$ cat src/source/exec_pkg.sv
package exec_pkg;

    localparam int xlen        = 32;
    localparam int tag_bits    = 5;
    localparam int mult_stages = 4;
    localparam int mult_shift  = 64 / mult_stages; // multiplier bits eaten per stage

    typedef logic [tag_bits-1:0] tag_t;  // reorder buffer slot
    typedef logic [xlen-1:0]     word_t;
    typedef logic [63:0]         dword_t; // full-width product and operands

    typedef enum logic [3:0] {
        add,
        sub,
        and_op,
        or_op,
        xor_op,
        slt,
        sltu,
        sll,
        srl,
        sra
    } alu_func_t;

    typedef enum logic [1:0] {
        mul,
        mulh,
        mulhsu,
        mulhu
    } mult_func_t;

    typedef enum logic [1:0] {rs1, npc, pc, zero} opa_sel_t;

    typedef enum logic [2:0] {rs2, i_imm, b_imm, u_imm, j_imm} opb_sel_t;

    typedef struct packed {
        logic      valid;
        tag_t      tag;
        logic      halt;
        word_t     pc;
        word_t     npc;           // predicted next pc
        word_t     inst;
        word_t     rs1_value;
        word_t     rs2_value;
        opa_sel_t  opa_sel;
        opb_sel_t  opb_sel;
        alu_func_t func;
        logic      cond_branch;
        logic      uncond_branch; // jal / jalr
    } alu_issue_t;

    typedef struct packed {
        logic  valid;
        tag_t  tag;
        logic  halt;
        word_t value;
        logic  redirect;     // front end must restart at redirect_pc
        word_t redirect_pc;
    } alu_result_t;

    typedef struct packed {
        logic       valid;
        tag_t       tag;
        logic       halt;
        mult_func_t func;
        word_t      rs1_value;
        word_t      rs2_value;
    } mult_issue_t;

    // rides alongside the partial sums
    typedef struct packed {
        logic valid;
        tag_t tag;
        logic halt;
        logic high_half; // take upper 32 bits of the product
    } mult_payload_t;

    typedef struct packed {
        logic  valid;
        tag_t  tag;
        logic  halt;
        word_t value;
    } mult_result_t;

endpackage

$ cat src/source/mult_exec_unit.sv
`timescale 1ns/10ps

module mult_exec_unit (
    input  logic                   clock,
    input  logic                   reset,
    input  logic                   clear,
    input  exec_pkg::mult_issue_t  issue,
    output exec_pkg::mult_result_t result
);

    // index 0 feeds stage 0, index mult_stages is the last stage output
    exec_pkg::dword_t        sums     [exec_pkg::mult_stages+1];
    exec_pkg::dword_t        mcands   [exec_pkg::mult_stages+1];
    exec_pkg::dword_t        mpliers  [exec_pkg::mult_stages+1];
    exec_pkg::mult_payload_t payloads [exec_pkg::mult_stages+1];
    exec_pkg::mult_payload_t last;
    logic                    rs1_signed;
    logic                    rs2_signed;

    assign rs1_signed = (issue.func != exec_pkg::mulhu);
    assign rs2_signed = (issue.func == exec_pkg::mul) || (issue.func == exec_pkg::mulh);

    // extend to 64 bits so one unsigned multiply covers every variant
    assign mcands[0]  = {{32{rs1_signed & issue.rs1_value[31]}}, issue.rs1_value};
    assign mpliers[0] = {{32{rs2_signed & issue.rs2_value[31]}}, issue.rs2_value};
    assign sums[0]    = '0;

    always_comb begin
        payloads[0].valid     = issue.valid;
        payloads[0].tag       = issue.tag;
        payloads[0].halt      = issue.halt;
        payloads[0].high_half = (issue.func != exec_pkg::mul);
    end

    for (genvar i = 0; i < exec_pkg::mult_stages; i++) begin : g_stage
        mult_stage mult_stage_i (
            .clock       (clock),
            .reset       (reset),
            .clear       (clear),
            .prev_sum    (sums[i]),
            .mcand       (mcands[i]),
            .mplier      (mpliers[i]),
            .payload_in  (payloads[i]),
            .sum         (sums[i+1]),
            .next_mcand  (mcands[i+1]),
            .next_mplier (mpliers[i+1]),
            .payload_out (payloads[i+1])
        );
    end

    assign last = payloads[exec_pkg::mult_stages];

    always_comb begin
        result.valid = last.valid;
        result.tag   = last.tag;
        result.halt  = last.halt;
        result.value = last.high_half ? sums[exec_pkg::mult_stages][63:32]
                                      : sums[exec_pkg::mult_stages][31:0];
    end

endmodule

$ cat src/source/mult_stage.sv
`timescale 1ns/10ps

module mult_stage (
    input  logic                    clock,
    input  logic                    reset,
    input  logic                    clear,
    input  exec_pkg::dword_t        prev_sum,
    input  exec_pkg::dword_t        mcand,
    input  exec_pkg::dword_t        mplier,
    input  exec_pkg::mult_payload_t payload_in,
    output exec_pkg::dword_t        sum,
    output exec_pkg::dword_t        next_mcand,
    output exec_pkg::dword_t        next_mplier,
    output exec_pkg::mult_payload_t payload_out
);

    exec_pkg::dword_t partial_product;
    exec_pkg::dword_t mplier_slice;

    // low slice of the multiplier, zero extended to full width
    assign mplier_slice    = exec_pkg::dword_t'(mplier[exec_pkg::mult_shift-1:0]);
    assign partial_product = mcand * mplier_slice; // upper bits beyond 64 dropped

    // datapath
    always_ff @(posedge clock) begin
        sum         <= prev_sum + partial_product;
        next_mcand  <= mcand << exec_pkg::mult_shift;
        next_mplier <= mplier >> exec_pkg::mult_shift;
    end

    // flush kills whatever is in this stage
    always_ff @(posedge clock) begin
        if (reset || clear) begin
            payload_out <= '0;
        end else begin
            payload_out <= payload_in;
        end
    end

endmodule

$ cat config.mk
export PLATFORM = sky130hd
export DESIGN_NAME = mult_exec_unit
export DESIGN_NICKNAME = d
export VERILOG_FILES = /design/src/source/exec_pkg.sv /design/src/source/mult_exec_unit.sv /design/src/source/mult_stage.sv
export SDC_FILE = /design/constraint.sdc
export NUM_CORES = 2
export LEC_CHECK = 0
export BUFFER_PORTS_ARGS = -buffer_cell sky130_fd_sc_hd__buf_2
export CAP_MARGIN = 30
export CORE_MARGIN = 5
export CORE_UTILIZATION = 45
export CTS_BUF_LIST = sky130_fd_sc_hd__clkbuf_4 sky130_fd_sc_hd__clkbuf_8
export CTS_CLUSTER_DIAMETER = 80
export DETAILED_ROUTE_END_ITERATION = 6
export PLACE_DENSITY = 0.69
export SYNTH_ARGS = -nofsm -noshare
export SYNTH_HDL_FRONTEND = slang
export SYNTH_SLANG_ARGS = --single-unit
$ cat constraint.sdc
create_clock -name clock -period 19.7 [get_ports clock]
set_clock_uncertainty 0.15 [all_clocks]
set_input_delay 2.955 -clock clock [delete_from_list [all_inputs] [get_ports clock]]
set_output_delay 2.955 -clock clock [all_outputs]
set_load 0.02 [all_outputs]
# Word level (Yosys, flattened, before mapping)
# Cells that the tools add are included.
# word_totals
register_bits,388
inputBits,76
out_inout_bits,39
elab_cells,42
# op_classes
add_sub_neg,3
mul,4
eq_ne,2
mux,1
bitwise,2
reduce_logical,4
# op_table
cell,count
adder 64 bit,3
multiplier 33 x 17 -> 50 bit,1
multiplier 48 x 16 -> 48 bit,1
multiplier 32 x 16 -> 32 bit,1
2-to-1 mux 32 bit,1
multiplier 16 x 1 -> 16 bit,1
bitwise AND 1 bit,2
"== test 2 x 1 -> 1 bit, second input constant",1
logical NOT 2 bit,1
logical OR 1 bit,2
"!= test 2 bit, second input constant",1
nonzero test 2 bit,1

# Logic depth before layout (Yosys ltp)
# depth
depth_word,3
depth_mapped,37
depth_no_buf,35

# Cells and area by module
# Synthesis repeated with hierarchy kept, for this count alone.
# hier_totals
hier_cells,14672
hier_area_um2,130600.3
# modules_own_cells
module,instances,cells_per_inst,area_each_um2
mult_stage (g_stage[0].mult_stage_i ...),3,3652,32469.9
mult_stage (g_stage[3].mult_stage_i),1,3676,32622.5
mult_exec_unit,1,40,568.0

# Least setup slack after synthesis
# Ideal clock, no wire load.
# synth_path
path_type,input to register
start,input port issue[45] (netlist bit)
end,register g_stage[0].mult_stage_i.sum[40]
setup_time_ns,0.121
arrival_time_ns,8.667
path_slack_ns,10.762
path_stages,24
path_cell_list,clkbuf_1 nand2_1 fa_1 inv_1 fa_1 inv_1 fa_1 inv_1 fa_1 inv_1 fa_1 inv_1 fa_1 ha_1 a211oi_1 nor2_1 o41ai_1 o41ai_2 a31oi_1 a21o_1 a21oi_1 or3_1 a211oi_1 nor2_1
# synth_between
elab_chain_len,1
# synth_rtl
element,line_no,rtl
"start, declared",mult_exec_unit.sv:7,"input exec_pkg::mult_issue_t issue,"
multiplier 33 x 17 -> 50 bit,mult_stage.sv:22,assign partial_product = mcand * mplier_slice;
via g_stage[0].mult_stage_i.partial_product[40],mult_stage.sv:17,exec_pkg::dword_t partial_product;
"end signal, assigned",mult_stage.sv:26,sum <= prev_sum + partial_product;
"end, declared",mult_stage.sv:11,"output exec_pkg::dword_t sum,"
# The timed path passes the listed nets, and every way through them passes these cells.
# A chain may end at the register's enable or synchronous reset.

# Worst setup path after layout
# layout_path
start,register g_stage[0].mult_stage_i.next_mplier[7]
end,register g_stage[1].mult_stage_i.sum[63]
# layout_between
elab_chain_len,2
# layout_rtl
element,line_no,rtl
"start, declared",mult_stage.sv:13,"output exec_pkg::dword_t next_mplier,"
"start signal, assigned",mult_stage.sv:28,next_mplier <= mplier >> exec_pkg::mult_shift;
multiplier 48 x 16 -> 48 bit,mult_stage.sv:22,
adder 64 bit,mult_stage.sv:26,
"end signal, assigned",mult_stage.sv:26,
"end, declared",mult_stage.sv:11,
# Every way passes these cells.

==> out/metrics.yaml <==
outcome: "finished with violations"
violations: "design-rule violations"
max_freq_ghz: 0.102
fin_crit_sh_pct: 49.8
cp.required_ns: 20.15
io_buffers: 114
hold_viol_final: 0
core-area_um2: 123000
antenna_found_initial: 7
vias_per_cell: 5.23
antenna_left: 0
worstHoldPathType: "flop to flop"
clkLatencyLatePin_ns: 0.74
cts.repair.resized: 0
fin_crit_ns: 9.80
grt_max_degree: 35
drt_pass1_iterations: 7
place_congestion: 0.923
regArea_um2: 7500
startpoint_type: "flop"
yosysSeqAreaShare_pct: 13.5
dpl.hpwl_um: 118000
htreeDepth: 3
ioPinCount: 115
nFillCells: 11400
syn_area_um2: 55600
maxSlewHeadroom_pct: 30.5
cts_hold_buf: 0
die_y_um: 361
start_util_pct: 45.1
synthCells: 5856
worst_path_max_delay_cell: "dfxtp_2"
async_flop_share_pct: 0
maxCapViolations: 0
worstSetupPathType: "flop to flop"
cts_made_buffers: 66
clock_path_buffers: 3
die_w_um: 361
postCtsSetupBuffers: 0
mappedNetlistNets: 7492
wirelength_um: 151000
drv_slew: 0
worst_pin_slew_ns: 1.04
cts_tree: "built"
dr_total_vias: 39600
drive_gt1_share_pct: 5.76
cts.sinks: 374
synth_edf_count: 0
rows: 129
ys.flop_type: "dfxtp_1"
wl_per_cell_um: 19.9
area_growth_pct: 7.25
cpMostUsedCell: "fa_1"
rsz0062_at_grt: "no"
synth_cell_types: 84
cts_root_buf: "clkbuf_8"
clkTransAtPathRegs_ns: 0.06
grt_pass1_vias: 43500
end_kind: "flop"
multi_input_area_um2: 42300
grt_overflow: 0
grt_util_all_layers_pct: 23.4
critPathMaxFanout: 33
die-area_um2: 131000
setup-violations-final: 0
drcViolationCount: 2
synth-seq-cells: 374
fin_setup_tns_ns: 0
drtIter0Drc: 2483
ys_warn_count: 0
arrival_ns: 10.25
cpPeakStageDelay_ns: 1.01
avgSynthCellArea_um2: 9.49
grt_pass1_wl_um: 240000
nets: 7528
## per-layer routing
metal / global-route usage (%) / share of wire, % / wire, um / vias to the layer above
met1: 30.3 / 40 / 60800 / 20200
met3: 6.03 / 9.1 / 13700 / 315
li1: - / - / - / 17600
met2: 39.1 / 48 / 71800 / 1508
met4: 6.89 / 2.9 / 4410 / 2
met5: 0 / 0.0086 / 13 / -
## metrics by stage
stage / instance area, um^2 / worst slack (ns) / utilization, % / instances / hold slack [ns]
final: 59600 / 9.90 / 48.4 / 7576 / 0.159
after global placement: 57700 / 9.94 / 46.8 / 7443 / 0.160
after CTS: 59500 / 9.93 / 48.3 / 7572 / 0.161
after detailed placement: 58000 / 9.91 / 47.1 / 7458 / 0.162
after global routing: 59600 / 9.51 / 48.4 / 7576 / 0.159
after floorplan: 55600 / 10.76 / - / 5856 / 0.160
## worst max-delay path, delay by kind of cell, from the launching register on
family                     cells  cell delay (ns)
DFF                            1             1.01
AOI/OAI and AO/OA             12             2.83
buffers and inverters          3             0.14
xor gates and xnor gates       3             0.46
adders and majority gates      8             3.96
and+or+nand+nor                6             1.10
## cell usage after synthesis (all sizes together), types with 6 or more instances
| library cell | number | area share, % |
|---|---|---|
| fa | 1206 | 43 |
| dfxtp | 374 | 13 |
| xor2 | 54 | 0.85 |
| nand2 | 746 | 5.0 |
| o21bai | 38 | 0.51 |
| o211ai | 8 | 0.11 |
| inv | 1332 | 9.0 |
| o21a | 39 | 0.53 |
| a211oi | 22 | 0.33 |
| a21boi | 8 | 0.11 |
| ha | 354 | 8.0 |
| buf | 12 | 0.13 |
| nor4 | 9 | 0.10 |
| nand4 | 19 | 0.21 |
| nor3 | 30 | 0.27 |
| a21oi | 184 | 1.7 |
| nand3 | 31 | 0.28 |
| nor2 | 117 | 0.79 |
| and2 | 482 | 5.4 |
| nand2b | 30 | 0.34 |
| a21o | 80 | 1.1 |
| or2 | 7 | 0.079 |
| and3 | 13 | 0.15 |
| o21ai | 107 | 0.97 |
| and4 | 6 | 0.095 |
| mux2 | 33 | 0.67 |
| or3 | 14 | 0.16 |
| a31oi | 18 | 0.25 |
| xnor2 | 184 | 2.9 |
| o31ai | 14 | 0.22 |
| nor2b | 17 | 0.19 |
| clkbuf | 183 | 1.2 |
## worst paths after layout
check | start | end | slack [ns] | cells after the start
worst max-delay path | g_stage[0].mult_stage_i.next_mplier[7] | g_stage[1].mult_stage_i.sum[63] | 9.90 | 32
worst min-delay path | g_stage[1].mult_stage_i.sum[18] | g_stage[2].mult_stage_i.sum[18] | 0.16 | 0
worst max register to register | g_stage[0].mult_stage_i.next_mplier[7] | g_stage[1].mult_stage_i.sum[63] | 9.90 | 32
worst min register to register | g_stage[1].mult_stage_i.sum[18] | g_stage[2].mult_stage_i.sum[18] | 0.16 | 0
## final cells by class
type                       count  area share (%)
multi-input combinational   3955            71.0
clock buffer                  85            1.86
clock inverter                29           0.600
antenna                        1         0.00420
tap                         1637            3.44
sequential                   374            12.6
timing repair buffer         163            2.12
inverter                    1332            8.39
## flip-flops by register name, summed over array words and instances (netlist names)
name and flops:
g_stage.mult_stage_i.next_mplier 19, g_stage.mult_stage_i.sum 242, g_stage.mult_stage_i.payload_out 32, g_stage.mult_stage_i.next_mcand 81
## cells in the final DEF, fill, tap and decap left out, drive strengths merged, types with 6 or more instances in the layout
master / synthesis / routed
xnor2: 184 / 184
nand3: 31 / 31
nor2b: 17 / 17
and4: 6 / 6
or2: 7 / 7
o31ai: 14 / 14
o21bai: 38 / 38
a21o: 80 / 80
fa: 1206 / 1206
xor2: 54 / 54
nand2b: 30 / 30
a31oi: 18 / 18
mux2: 33 / 33
o211ai: 8 / 8
dfxtp: 374 / 374
nand2: 746 / 746
ha: 354 / 354
clkinv: 0 / 15
o21a: 39 / 39
nor4: 9 / 9
clkbuf: 183 / 85
nand4: 19 / 19
o21ai: 107 / 107
inv: 1332 / 1336
buf: 12 / 163
and3: 13 / 13
nor2: 117 / 117
and2: 482 / 482
a211oi: 22 / 22
a21boi: 8 / 8
a21oi: 184 / 184
or3: 14 / 14
nor3: 30 / 30
## cells by family (layout without fill, tap and decap cells)
group,count (synthesis),count (layout),synth area share (%)
other,0,1,0
AO/OA/AOI/OAI,579,579,6.84
XOR/XNOR,238,238,3.75
multiplexers,36,36,0.723
buffers and inverters,1527,1609,10.4
AND/OR/NAND/NOR,1542,1542,13.4
flip-flops,374,374,13.5
adder cells (fa/ha/maj),1560,1560,51.4
Power is not shown: default switching activity piles up to over one toggle a cycle in this logic, so the estimate is an artifact.
